==> config.mk <==
export PLATFORM = sky130hd
export DESIGN_NAME = cpu_mem_top
export DESIGN_NICKNAME = d
export VERILOG_FILES = /design/src/bus_pkg.sv /design/src/cache_pkg.sv /design/src/mem_port_if.sv /design/src/axi_master.sv /design/src/cpu_mem_top.sv /design/src/data_port.sv /design/src/icache.sv /design/src/mem_arbiter.sv
export VERILOG_INCLUDE_DIRS = /design/src
export SDC_FILE = /design/constraint.sdc
export NUM_CORES = 2
export LEC_CHECK = 0
export BUFFER_PORTS_ARGS = -buffer_cell sky130_fd_sc_hd__buf_2
export CORE_MARGIN = 2
export CORE_UTILIZATION = 39
export DETAILED_ROUTE_END_ITERATION = 10
export HOLD_SLACK_MARGIN = 0.15
export SETUP_SLACK_MARGIN = 0.5
export SLEW_MARGIN = 0
export SYNTH_ARGS = -nofsm -noshare
export SYNTH_HDL_FRONTEND = slang
export SYNTH_SLANG_ARGS = --single-unit
==> constraint.sdc <==
create_clock -name clk -period 38.2 [get_ports clk]
set_clock_uncertainty 0.1 [all_clocks]
set_input_delay 1.91 -clock clk [delete_from_list [all_inputs] [get_ports clk]]
set_output_delay 1.91 -clock clk [all_outputs]
set_load 0.05 [all_outputs]
==> src/core_defs.svh <==
`ifndef CORE_DEFS_SVH
`define CORE_DEFS_SVH

// Bus widths
`define ADDR_W 32
`define DATA_W 32
`define STRB_W 4

// Instruction cache geometry
`define LINE_WORDS 4
`define OFFSET_W 2
`define ICACHE_SETS 16
`define INDEX_W 4

// Address split is tag, index, word offset, byte
`define TAG_W 24

`endif

==> src/bus_pkg.sv <==
package bus_pkg;

    // Width of a data access
    // The low two address bits pick the byte lane inside the word
    typedef enum logic [1:0] {
        SIZE_BYTE = 2'b00,
        SIZE_HALF = 2'b01,
        SIZE_WORD = 2'b10
    } access_size_e;

endpackage

==> src/cache_pkg.sv <==
`include "core_defs.svh"

package cache_pkg;

    // Fetch address as seen by the cache lookup
    typedef struct packed {
        logic [`TAG_W-1:0]    tag;
        logic [`INDEX_W-1:0]  index;
        logic [`OFFSET_W-1:0] offset;
        logic [1:0]           byte_sel;
    } cache_addr_fields_t;

    // Same word, either as a bus address or split into lookup fields
    typedef union packed {
        logic [`ADDR_W-1:0] raw;
        cache_addr_fields_t fields;
    } cache_addr_u;

    // One line, word 0 in the low bits
    typedef logic [`LINE_WORDS-1:0][`DATA_W-1:0] line_t;

endpackage

==> src/mem_port_if.sv <==
`include "core_defs.svh"

interface mem_port_if;

    logic               req;
    logic               we;
    logic [`ADDR_W-1:0] addr;
    logic [`DATA_W-1:0] wdata;
    logic [`STRB_W-1:0] wstrb;
    logic               done;
    logic [`DATA_W-1:0] rdata;

    // Request fields stay stable from req until the done pulse
    modport requester (
        output req, we, addr, wdata, wstrb,
        input  done, rdata
    );

    modport responder (
        input  req, we, addr, wdata, wstrb,
        output done, rdata
    );

endinterface

==> src/axi_master.sv <==
`include "core_defs.svh"

module axi_master (
    input  logic               clk,
    input  logic               rst_n_i,
    mem_port_if.responder      port,
    output logic [`ADDR_W-1:0] m_axi_araddr_o,
    output logic               m_axi_arvalid_o,
    input  logic               m_axi_arready_i,
    input  logic [`DATA_W-1:0] m_axi_rdata_i,
    input  logic               m_axi_rvalid_i,
    output logic               m_axi_rready_o,
    output logic [`ADDR_W-1:0] m_axi_awaddr_o,
    output logic               m_axi_awvalid_o,
    input  logic               m_axi_awready_i,
    output logic [`DATA_W-1:0] m_axi_wdata_o,
    output logic [`STRB_W-1:0] m_axi_wstrb_o,
    output logic               m_axi_wvalid_o,
    input  logic               m_axi_wready_i,
    input  logic               m_axi_bvalid_i,
    output logic               m_axi_bready_o
);

    localparam logic [2:0] S_IDLE = 3'd0;
    localparam logic [2:0] S_AR   = 3'd1;
    localparam logic [2:0] S_R    = 3'd2;
    localparam logic [2:0] S_WR   = 3'd3;
    localparam logic [2:0] S_B    = 3'd4;
    localparam logic [2:0] S_DONE = 3'd5;

    logic [2:0]         state;
    logic [`ADDR_W-1:0] addr_q;
    logic [`DATA_W-1:0] wdata_q;
    logic [`STRB_W-1:0] wstrb_q;
    logic [`DATA_W-1:0] rdata_q;
    logic               aw_left;
    logic               w_left;

    // AW and W may be accepted in either order
    assign aw_left = m_axi_awvalid_o && !m_axi_awready_i;
    assign w_left  = m_axi_wvalid_o && !m_axi_wready_i;

    assign m_axi_araddr_o = addr_q;
    assign m_axi_awaddr_o = addr_q;
    assign m_axi_wdata_o  = wdata_q;
    assign m_axi_wstrb_o  = wstrb_q;
    assign port.done      = (state == S_DONE);
    assign port.rdata     = rdata_q;

    always_ff @(posedge clk or negedge rst_n_i) begin
        if (!rst_n_i) begin
            state           <= S_IDLE;
            m_axi_arvalid_o <= 1'b0;
            m_axi_rready_o  <= 1'b0;
            m_axi_awvalid_o <= 1'b0;
            m_axi_wvalid_o  <= 1'b0;
            m_axi_bready_o  <= 1'b0;
        end else begin
            case (state)
                S_IDLE: begin
                    if (port.req && port.we) begin
                        m_axi_awvalid_o <= 1'b1;
                        m_axi_wvalid_o  <= 1'b1;
                        state           <= S_WR;
                    end else if (port.req) begin
                        m_axi_arvalid_o <= 1'b1;
                        state           <= S_AR;
                    end
                end
                S_AR: begin
                    if (m_axi_arready_i) begin
                        m_axi_arvalid_o <= 1'b0;
                        m_axi_rready_o  <= 1'b1;
                        state           <= S_R;
                    end
                end
                S_R: begin
                    if (m_axi_rvalid_i) begin
                        m_axi_rready_o <= 1'b0;
                        state          <= S_DONE;
                    end
                end
                S_WR: begin
                    if (m_axi_awready_i) begin
                        m_axi_awvalid_o <= 1'b0;
                    end
                    if (m_axi_wready_i) begin
                        m_axi_wvalid_o <= 1'b0;
                    end
                    if (!aw_left && !w_left) begin
                        m_axi_bready_o <= 1'b1;
                        state          <= S_B;
                    end
                end
                S_B: begin
                    if (m_axi_bvalid_i) begin
                        m_axi_bready_o <= 1'b0;
                        state          <= S_DONE;
                    end
                end
                default: begin
                    // Done lasts one cycle, the old request is still up here
                    state <= S_IDLE;
                end
            endcase
        end
    end

    always_ff @(posedge clk) begin
        if (state == S_IDLE && port.req) begin
            addr_q  <= port.addr;
            wdata_q <= port.wdata;
            wstrb_q <= port.wstrb;
        end
        if (state == S_R && m_axi_rvalid_i) begin
            rdata_q <= m_axi_rdata_i;
        end
    end

endmodule

==> src/cpu_mem_top.sv <==
`include "core_defs.svh"

module cpu_mem_top import bus_pkg::*; (
    input  logic               clk,
    input  logic               rst_n_i,
    // Instruction fetch
    input  logic               fetch_req_i,
    input  logic [`ADDR_W-1:0] fetch_addr_i,
    output logic               fetch_valid_o,
    output logic [`DATA_W-1:0] fetch_data_o,
    // Data load/store
    input  logic               data_req_i,
    input  logic               data_we_i,
    input  logic [`ADDR_W-1:0] data_addr_i,
    input  access_size_e       data_size_i,
    input  logic [`DATA_W-1:0] data_wdata_i,
    output logic               data_valid_o,
    output logic [`DATA_W-1:0] data_rdata_o,
    // AXI master
    output logic [`ADDR_W-1:0] m_axi_araddr_o,
    output logic               m_axi_arvalid_o,
    input  logic               m_axi_arready_i,
    input  logic [`DATA_W-1:0] m_axi_rdata_i,
    input  logic               m_axi_rvalid_i,
    output logic               m_axi_rready_o,
    output logic [`ADDR_W-1:0] m_axi_awaddr_o,
    output logic               m_axi_awvalid_o,
    input  logic               m_axi_awready_i,
    output logic [`DATA_W-1:0] m_axi_wdata_o,
    output logic [`STRB_W-1:0] m_axi_wstrb_o,
    output logic               m_axi_wvalid_o,
    input  logic               m_axi_wready_i,
    input  logic               m_axi_bvalid_i,
    output logic               m_axi_bready_o
);

    mem_port_if if_ifetch ();
    mem_port_if if_data ();
    mem_port_if if_bus ();

    icache u_icache (
        .clk          (clk),
        .rst_n_i      (rst_n_i),
        .fetch_req_i  (fetch_req_i),
        .fetch_addr_i (fetch_addr_i),
        .fetch_valid_o(fetch_valid_o),
        .fetch_data_o (fetch_data_o),
        .mem          (if_ifetch.requester)
    );

    data_port u_data_port (
        .clk         (clk),
        .rst_n_i     (rst_n_i),
        .data_req_i  (data_req_i),
        .data_we_i   (data_we_i),
        .data_addr_i (data_addr_i),
        .data_size_i (data_size_i),
        .data_wdata_i(data_wdata_i),
        .data_valid_o(data_valid_o),
        .data_rdata_o(data_rdata_o),
        .mem         (if_data.requester)
    );

    mem_arbiter u_mem_arbiter (
        .clk    (clk),
        .rst_n_i(rst_n_i),
        .ifetch (if_ifetch.responder),
        .data   (if_data.responder),
        .bus    (if_bus.requester)
    );

    axi_master u_axi_master (
        .clk            (clk),
        .rst_n_i        (rst_n_i),
        .port           (if_bus.responder),
        .m_axi_araddr_o (m_axi_araddr_o),
        .m_axi_arvalid_o(m_axi_arvalid_o),
        .m_axi_arready_i(m_axi_arready_i),
        .m_axi_rdata_i  (m_axi_rdata_i),
        .m_axi_rvalid_i (m_axi_rvalid_i),
        .m_axi_rready_o (m_axi_rready_o),
        .m_axi_awaddr_o (m_axi_awaddr_o),
        .m_axi_awvalid_o(m_axi_awvalid_o),
        .m_axi_awready_i(m_axi_awready_i),
        .m_axi_wdata_o  (m_axi_wdata_o),
        .m_axi_wstrb_o  (m_axi_wstrb_o),
        .m_axi_wvalid_o (m_axi_wvalid_o),
        .m_axi_wready_i (m_axi_wready_i),
        .m_axi_bvalid_i (m_axi_bvalid_i),
        .m_axi_bready_o (m_axi_bready_o)
    );

endmodule

==> src/data_port.sv <==
`include "core_defs.svh"

module data_port import bus_pkg::*; (
    input  logic               clk,
    input  logic               rst_n_i,
    input  logic               data_req_i,
    input  logic               data_we_i,
    input  logic [`ADDR_W-1:0] data_addr_i,
    input  access_size_e       data_size_i,
    input  logic [`DATA_W-1:0] data_wdata_i,
    output logic               data_valid_o,
    output logic [`DATA_W-1:0] data_rdata_o,
    mem_port_if.requester      mem
);

    logic [`STRB_W-1:0] strb;
    logic [`DATA_W-1:0] lane_wdata;
    logic [1:0]         lane_q;
    access_size_e       size_q;
    logic [`DATA_W-1:0] shifted;
    logic [`DATA_W-1:0] load_data;

    // Byte lanes and replicated store data
    always_comb begin
        case (data_size_i)
            SIZE_BYTE: begin
                strb       = 4'b0001 << data_addr_i[1:0];
                lane_wdata = {4{data_wdata_i[7:0]}};
            end
            SIZE_HALF: begin
                strb       = 4'b0011 << {data_addr_i[1], 1'b0};
                lane_wdata = {2{data_wdata_i[15:0]}};
            end
            default: begin
                strb       = 4'b1111;
                lane_wdata = data_wdata_i;
            end
        endcase
    end

    // Load lane moved down to bit 0, zero-extended
    assign shifted = mem.rdata >> {lane_q, 3'b000};

    always_comb begin
        case (size_q)
            SIZE_BYTE: load_data = {{(`DATA_W-8){1'b0}}, shifted[7:0]};
            SIZE_HALF: load_data = {{(`DATA_W-16){1'b0}}, shifted[15:0]};
            default:   load_data = mem.rdata;
        endcase
    end

    always_ff @(posedge clk or negedge rst_n_i) begin
        if (!rst_n_i) begin
            mem.req      <= 1'b0;
            data_valid_o <= 1'b0;
        end else begin
            data_valid_o <= 1'b0;
            if (!mem.req) begin
                mem.req <= data_req_i;
            end else if (mem.done) begin
                mem.req      <= 1'b0;
                data_valid_o <= 1'b1;
            end
        end
    end

    always_ff @(posedge clk) begin
        if (!mem.req && data_req_i) begin
            mem.we    <= data_we_i;
            mem.addr  <= {data_addr_i[`ADDR_W-1:2], 2'b00};
            mem.wdata <= lane_wdata;
            mem.wstrb <= strb;
            lane_q    <= data_addr_i[1:0];
            size_q    <= data_size_i;
        end
        if (mem.req && mem.done) begin
            data_rdata_o <= mem.we ? '0 : load_data;
        end
    end

endmodule

==> src/icache.sv <==
`include "core_defs.svh"

module icache import cache_pkg::*; (
    input  logic               clk,
    input  logic               rst_n_i,
    input  logic               fetch_req_i,
    input  logic [`ADDR_W-1:0] fetch_addr_i,
    output logic               fetch_valid_o,
    output logic [`DATA_W-1:0] fetch_data_o,
    mem_port_if.requester      mem
);

    localparam logic S_IDLE   = 1'b0;
    localparam logic S_REFILL = 1'b1;
    localparam logic [`OFFSET_W-1:0] LAST_WORD = `OFFSET_W'(`LINE_WORDS - 1);

    logic                  state;
    line_t                 data_array [`ICACHE_SETS];
    logic [`TAG_W-1:0]     tag_array  [`ICACHE_SETS];
    logic [`ICACHE_SETS-1:0] valid_q;

    cache_addr_u           look_a;
    cache_addr_u           req_a;
    cache_addr_u           bus_a;
    logic                  hit;
    logic [`OFFSET_W-1:0]  word_cnt;
    line_t                 line_buf;
    line_t                 fill_line;

    always_comb begin
        look_a.raw = fetch_addr_i;
    end

    assign hit = valid_q[look_a.fields.index] &&
                 (tag_array[look_a.fields.index] == look_a.fields.tag);

    // Refill walks the line from word 0 upward
    always_comb begin
        bus_a.fields.tag      = req_a.fields.tag;
        bus_a.fields.index    = req_a.fields.index;
        bus_a.fields.offset   = word_cnt;
        bus_a.fields.byte_sel = 2'b00;
    end

    always_comb begin
        fill_line           = line_buf;
        fill_line[word_cnt] = mem.rdata;
    end

    assign mem.addr  = bus_a.raw;
    assign mem.we    = 1'b0;
    assign mem.wdata = '0;
    assign mem.wstrb = '0;

    always_ff @(posedge clk or negedge rst_n_i) begin
        if (!rst_n_i) begin
            state         <= S_IDLE;
            valid_q       <= '0;
            fetch_valid_o <= 1'b0;
            mem.req       <= 1'b0;
            word_cnt      <= '0;
        end else begin
            fetch_valid_o <= 1'b0;
            case (state)
                S_IDLE: begin
                    if (fetch_req_i) begin
                        if (hit) begin
                            fetch_valid_o <= 1'b1;
                        end else begin
                            state    <= S_REFILL;
                            mem.req  <= 1'b1;
                            word_cnt <= '0;
                        end
                    end
                end
                default: begin
                    if (mem.done) begin
                        word_cnt <= word_cnt + 1'b1;
                        // Last beat in, install the line and answer the fetch
                        if (word_cnt == LAST_WORD) begin
                            mem.req                       <= 1'b0;
                            valid_q[req_a.fields.index]   <= 1'b1;
                            fetch_valid_o                 <= 1'b1;
                            state                         <= S_IDLE;
                        end
                    end
                end
            endcase
        end
    end

    always_ff @(posedge clk) begin
        if (state == S_IDLE && fetch_req_i) begin
            req_a        <= look_a;
            fetch_data_o <= data_array[look_a.fields.index][look_a.fields.offset];
        end
        if (state == S_REFILL && mem.done) begin
            line_buf <= fill_line;
            if (word_cnt == LAST_WORD) begin
                data_array[req_a.fields.index] <= fill_line;
                tag_array[req_a.fields.index]  <= req_a.fields.tag;
                fetch_data_o                   <= fill_line[req_a.fields.offset];
            end
        end
    end

endmodule

==> src/mem_arbiter.sv <==
`include "core_defs.svh"

module mem_arbiter (
    input  logic          clk,
    input  logic          rst_n_i,
    mem_port_if.responder ifetch,
    mem_port_if.responder data,
    mem_port_if.requester bus
);

    localparam logic [1:0] OWN_NONE   = 2'd0;
    localparam logic [1:0] OWN_DATA   = 2'd1;
    localparam logic [1:0] OWN_IFETCH = 2'd2;

    logic [1:0] grant;
    logic [1:0] sel;

    // Free bus goes to the data port first
    always_comb begin
        sel = grant;
        if (grant == OWN_NONE) begin
            if (data.req) begin
                sel = OWN_DATA;
            end else if (ifetch.req) begin
                sel = OWN_IFETCH;
            end
        end
    end

    always_comb begin
        case (sel)
            OWN_DATA: begin
                bus.req   = data.req;
                bus.we    = data.we;
                bus.addr  = data.addr;
                bus.wdata = data.wdata;
                bus.wstrb = data.wstrb;
            end
            OWN_IFETCH: begin
                bus.req   = ifetch.req;
                bus.we    = ifetch.we;
                bus.addr  = ifetch.addr;
                bus.wdata = ifetch.wdata;
                bus.wstrb = ifetch.wstrb;
            end
            default: begin
                bus.req   = 1'b0;
                bus.we    = 1'b0;
                bus.addr  = '0;
                bus.wdata = '0;
                bus.wstrb = '0;
            end
        endcase
    end

    assign data.done    = bus.done && (grant == OWN_DATA);
    assign data.rdata   = (grant == OWN_DATA) ? bus.rdata : '0;
    assign ifetch.done  = bus.done && (grant == OWN_IFETCH);
    assign ifetch.rdata = (grant == OWN_IFETCH) ? bus.rdata : '0;

    // Released after every transfer, so refill beats can be interleaved
    always_ff @(posedge clk or negedge rst_n_i) begin
        if (!rst_n_i) begin
            grant <= OWN_NONE;
        end else if (bus.done) begin
            grant <= OWN_NONE;
        end else if (grant == OWN_NONE) begin
            grant <= sel;
        end
    end

endmodule

; After elaboration in Yosys (flattened, before gate mapping)
; Memory sizes are Yosys's and may differ from the RTL's.
; Index checks and enable logic that the tools add are counted.
[op_classes]
n_addsub = 1
multipliers = 0
div = 0
n_lt_le_gt_ge = 7
eq_ne = 26
shift = 3
mux = 74
n_bitwise = 2
reduce_logical = 39
[ops]
columns = operator, count
row1 = $mux 32, 8
row2 = $pmux 32 s2, 3
row3 = $bmux 32 s2, 2
row4 = $bwmux 128, 1
row5 = $demux 32 s2, 1
row6 = $mux 1, 34
row7 = $shr 32x5->16, 1
row8 = $eq 24x24->1, 1
row9 = $mux 2, 9
row10 = $mux 3, 6
row11 = $reduce_and 3->1, 6
row12 = $or 16x16->16, 1
row13 = $logic_and 1x1->1, 15
row14 = $pmux 3 s5, 1
row15 = $ne 2x2->1 const B, 7
row16 = $pmux 1 s2, 6
row17 = $reduce_bool 2->1, 6
row18 = $lt 4x5->1 const B, 2
row19 = $ne 2x1->1 const B, 5
row20 = $lt 2x3->1 const B, 3
row21 = $eq 2x1->1 const B, 4
row22 = $pmux 4 s2, 1
row23 = $reduce_and 4->1, 2
row24 = $eq 2x2->1 const B, 3
row25 = 16 further kinds, 24
[word_totals]
register_bits = 428
latch_bits = 0
ramBits = 2432
romBits = 0
in_bits = 140
output_inout_bits = 171
elab_cells = 185
mem_count = 2
[mem_list]
columns = name, words, word_bits, rd, rd_clocked_by_memory_dff, wr, line_no
row1 = u_icache.data_array, 16, 128, 1, 0, 1, icache.sv:18  ; line_t data_array [`ICACHE_SETS];
row2 = u_icache.tag_array, 16, 24, 1, 0, 1, icache.sv:19  ; logic [`TAG_W-1:0] tag_array [`ICACHE_SETS];

; Longest topological paths before layout
[logic_depth]
ltp_word = 9
ltp_mapped = 12
mapped_depth_nobuf = 12

; By module
; From an unflattened synthesis, not the netlist that was laid out.
[hier_totals]
hier_cells = 4922
hier_area_um2 = 111608.3
[by_module_without_submodules]
columns = mod, instances, cells_per_inst, area_per_inst_um2, seq_area_each_um2
row1 = icache, 1, 4222, 102165.5, 78940.7
row2 = data_port, 1, 260, 4226.6, 3143.0
row3 = axi_master, 1, 188, 3734.8, 3203.1
row4 = mem_arbiter, 1, 252, 1481.4, 50.0

; Worst setup path after synthesis
; No wires, ideal clock.
[synth_path]
path_kind = flip-flop to flip-flop
from = register u_axi_master.state[2]
to = register u_icache.valid_q[0]
arrival_time_ps = 17389
t_required_ps = 37969
path_slack_ps = 20580
path_stages_with_launch = 10
n_path_buf = 2
synth_period_minus_slack_ps = 17620
cell_sequence = dfrtp_1 clkbuf_1 nand2b_1 nor2_1 and3_1 clkbuf_1 nand2_1 or3_1 nor3_1 or2_2
[synth_via]
elab_chain_cells = 3
[synth_rtl]
columns = item, line_no
row1 = from (decl), axi_master.sv:31  ; logic [2:0] state;
row2 = from (signal assigned), axi_master.sv:52  ; state <= S_IDLE;
row3 = from (signal assigned), axi_master.sv:64  ; state <= S_WR;
row4 = from (signal assigned), axi_master.sv:67  ; state <= S_AR;
row5 = $eq 3x3->1, axi_master.sv:47  ; assign port.done = (state == S_DONE);
row6 = $logic_and 1x1->1, mem_arbiter.sv:58  ; assign ifetch.done = bus.done && (grant == OWN_IFETCH);
row7 = $reduce_and 3->1 (no source line), --
row8 = to (signal assigned), icache.sv:58  ; valid_q <= '0;
row9 = "to (signal, indexed assignment)", icache.sv:82  ; valid_q[req_a.fields.index] <= 1'b1;
row10 = to (decl), icache.sv:20  ; logic [`ICACHE_SETS-1:0] valid_q;
; Every way passes these cells.
; A chain may end at the register's enable or synchronous reset.

; Worst setup path in the final report
[layout_path]
from = register u_mem_arbiter.grant[0]
to = memory u_icache.data_array[12][12] (netlist bit) (enable)
[layout_via]
elab_chain_cells = 5
[layout_rtl]
columns = item, line_no
row1 = from (decl), mem_arbiter.sv:15  ; logic [1:0] grant;
row2 = from (signal assigned), mem_arbiter.sv:68  ; grant <= sel;
row3 = $eq 2x2->1, mem_arbiter.sv:58
row4 = $logic_and 1x1->1, mem_arbiter.sv:58
row5 = $logic_and 1x1->1, icache.sv:97  ; if (state == S_REFILL && mem.done) begin
row6 = $mux 1, icache.sv:97
row7 = $mux 1 (not written as such), icache.sv:100  ; data_array[req_a.fields.index] <= fill_line;
row8 = to (decl), icache.sv:18
; Every way passes these cells.

==> impl_metrics.yaml <==
worst_setup_path:
  setup.worst_path.end_class: "flop"
  crit_path_max_fanout: 52
  worstReg2RegEnd: "u_icache.data_array[12][12]$_DFFE_PP_"
  cp.required_ns: 38.55
  criticalPathCategory: "flop to flop"
  r2r_cells: 9
  start_kind: "flop"
  r2r-start: "u_mem_arbiter.grant[0]$_DFFE_PN0P_"
  rrSetupSlack_ns: 31.81
  cp_data_arrival_time_ns: 6.74
clock_network:
  cts_tree: "done"
  cts_made_buffers: 294
  cts_sinks: 2856
  cts_setup_buffers: 0
  clock_latency_ns: 0.87
  cts_hold_buf: 0
  cts_max_level: 5
  clk_pin_slew_worst_paths_ns: 0.06
  clk_path_buf_depth: 4
  cts.repair.resized: 0
  cts_root_buffer: "clkbuf_16"
floorplan:
  die_h_um: 536.5
  die_area_um2: 287900
  initial_core_util_pct: 39.18
  rows: 195
  io_pins: 311
  die_w_um: 536.5
  coreArea_um2: 282300
routing:
  ant_nets: 0
  drt_first_iter_violations: 5376
  vias: 51120
  drc: 0
  wl_met2_um: 139000
  drtPass1Iterations: 5
  routed.top_layer: "met4"
  drt_wl_total_um: 270400
  avgRoutedWirePerCell_um: 29.49
  via_per_inst: 5.574
  met1Wirelength_um: 108700
  wl_met3_um: 15230
final_layout:
  fill_cells: 23460
  areaGrowthSynthToFinish_pct: 14.33
  seqCellArea_um2: 85280
  multi_input_area_um2: 24140
  layout-drive-gt1-share_pct: 34.09
  final_nets: 5327
global_route:
  track_usage_pct: 18.64
  grt_pass1_vias: 53560
  grt_pass1_wl_um: 388600
  grt_overflow: 0
  grt_max_degree: 116
  antenna_found_initial: 13
power_and_ir_drop:
  p_leak_nw: 40.26
  pwr-share-clk_pct: 39.5
  p_int_mw: 5.543
  p_per_area_nw_per_um2: 58.64
  pwr-share-seq_pct: 49.1
  p_total_mw: 7.415
  swShare_pct: 25.24
  ir_worst_vdd_uv: 58.59
  combPwrFrac_pct: 11.4
  switchingPower_mw: 1.872
yosys:
  synthCells: 4765
  ys_ff_latch: 2856
  synth.distinct_cells: 67
  yosysWarnings: 0
  netlist_area_um2: 110600
  synth_edf_count: 2791
  synthFlopType: "edfxtp_1"
  async_flop_share_pct: 1.155
  synth_area_per_cell_um2: 23.21
  ys_seq_area_share_pct: 77.11
placed_design:
  gp_congestion: 0.7811
  hpwl_um: 136800
  port_buffers: 304
  pre_cts_ws_ns: 30.81
sta:
  fmax_mhz: 156.5
  period_share_pct: 16.73
  worst_pin_slew_ns: 1.261
  fin_setup_tns_ns: 0
  slew_viol_final: 0
  hold_viol_final: 0
  min_period_ns: 6.392
  rsz0062_at_grt: "false"
  setup_viol: 0
  slew_headroom_pct: 15.92
  worst_slack_ns: 31.81
hold_path:
  min_from: "u_icache.valid_q[12]$_DFFE_PN0P_"
  whs_path_depth: 1
  whs_endpoint: "u_icache.valid_q[12]$_DFFE_PN0P_"
  hold_class: "flop to flop"
run_status:
  status: "completed"
job:
  maxCapViolations: 0
-- placed cells by master, fill, tap and decap left out, types with 51 or more instances in the layout --
cell          n
mux2i_1      89
nor2_1      117
clkbuf_16   302
clkinv_2     51
mux4_2      791
buf_2       298
buf_4        88
and2_1       86
edfxtp_1   2791
clkbuf_1     63
mux2_2      156
-- per-layer routing --
| layer | GRT usage, % | vias to the layer above |
|---|---|---|
| li1 | - | 21080 |
| met1 | 24.45 | 28020 |
| met2 | 32.27 | 1663 |
| met3 | 2.663 | 352 |
| met4 | 5.566 | 0 |
| met5 | 0 | - |
-- area by class of cell --
class                      instances  share of cell area [%]
sequential                      2856                   67.44
multi-input combinational       1607                   19.09
clock buffer                     387                   6.403
tap                             3743                   3.704
timing repair buffer             403                   1.947
clock inverter                   146                   1.341
inverter                          19                 0.05640
antenna                            9                 0.01781
-- state kept, by name (all words and copies together), names as in the netlist, 32 cells and up --
register,cells
u_axi_master.m_axi_wdata_o,32
u_axi_master.port.rdata,32
u_data_port.data_rdata_o,32
u_data_port.mem.wdata,32
u_icache.data_array,2048
u_icache.fetch_data_o,32
u_icache.line_buf,128
u_icache.tag_array,384
-- how the worst max path moves through the flow --
stage	from	to	slack, ns
after CTS	u_mem_arbiter.grant[0]$_DFFE_PN0P_	u_icache.data_array[12][12]$_DFFE_PP_	31.59
after detailed placement	fetch_addr_i[4]	u_icache.fetch_data_o[18]$_DFF_P_	30.81
final	u_mem_arbiter.grant[0]$_DFFE_PN0P_	u_icache.data_array[12][12]$_DFFE_PP_	31.81
after global placement	fetch_addr_i[4]	u_icache.fetch_data_o[18]$_DFF_P_	30.77
after floorplan	u_axi_master.state[2]$_DFFE_PN0P_	u_icache.valid_q[0]$_DFFE_PN0P_	20.58
after global routing	fetch_addr_i[4]	u_icache.fetch_data_o[18]$_DFF_P_	31.36
-- power by group through the flow --
stage	combinational (mW)	sequential [mW]	clock, mW
CTS	0.858	3.65	2.98
floorplan	0.421	3.90	0
global route	0.895	3.65	3.10
detailed placement	0.857	3.71	0
finish	0.845	3.64	2.93
global placement	0.847	3.71	0
-- logic make-up (layout without fill, tap and decap cells) --
| family | after synthesis | in the layout | synth area share, % |
|---|---|---|---|
| multiplexers | 1037 | 1037 | 18.53 |
| AO/OA/AOI/OAI | 181 | 181 | 1.182 |
| buffers and inverters | 305 | 955 | 1.272 |
| XOR/XNOR | 37 | 37 | 0.2930 |
| AND/OR/NAND/NOR | 342 | 342 | 1.551 |
| other | 1 | 13 | 0.003391 |
| adder cells (fa/ha/maj) | 6 | 6 | 0.06788 |
| flip-flops | 2856 | 2856 | 77.11 |
-- worst max-delay path, cell delays in order (launching register included) --
cell     delay (ns)
dfrtp_1        0.44
nor2b_4        0.12
buf_4          0.40
and3_4         0.89
buf_4          0.71
nand2_4        0.41
or3_1          0.62
nor2_4         0.56
buf_4          0.69
buf_4          0.95
-- cell usage after synthesis (7+ instances only) --
library cell | number | area [um^2]
a21oi_1 | 10 | 50.05
a22o_1 | 17 | 148.9
a22oi_1 | 39 | 292.8
and2_1 | 86 | 538.0
buf_1 | 43 | 161.4
buf_2 | 68 | 340.3
buf_4 | 41 | 307.8
clkbuf_1 | 131 | 491.7
dfrtp_1 | 33 | 825.8
dfxtp_1 | 32 | 640.6
edfxtp_1 | 2791 | 83810
inv_1 | 17 | 63.81
mux2_2 | 156 | 1757
mux2i_1 | 89 | 890.9
mux4_2 | 791 | 17810
nand2_1 | 48 | 180.2
nand2b_1 | 8 | 50.05
nand3_1 | 7 | 35.03
nor2_1 | 129 | 484.2
nor2b_1 | 9 | 56.30
nor3_1 | 10 | 50.05
o21ai_0 | 18 | 90.09
o22ai_1 | 46 | 287.8
or2_2 | 19 | 118.9
xnor2_1 | 23 | 201.4
xor2_1 | 14 | 122.6
-- per-stage QoR --
step                utilization, %  hold slack, ns  area [um^2]  std cells
finish                       44.79          0.3652       126400       9170
detailed placement           41.32          0.3510       116600       8628
global placement             41.32          0.3459       116600       8628
global route                 44.79          0.3838       126400       9165
floorplan                        -          0.3337       110600       4768
CTS                          44.79          0.3680       126400       9161
Power figures use the tool's default switching activity.
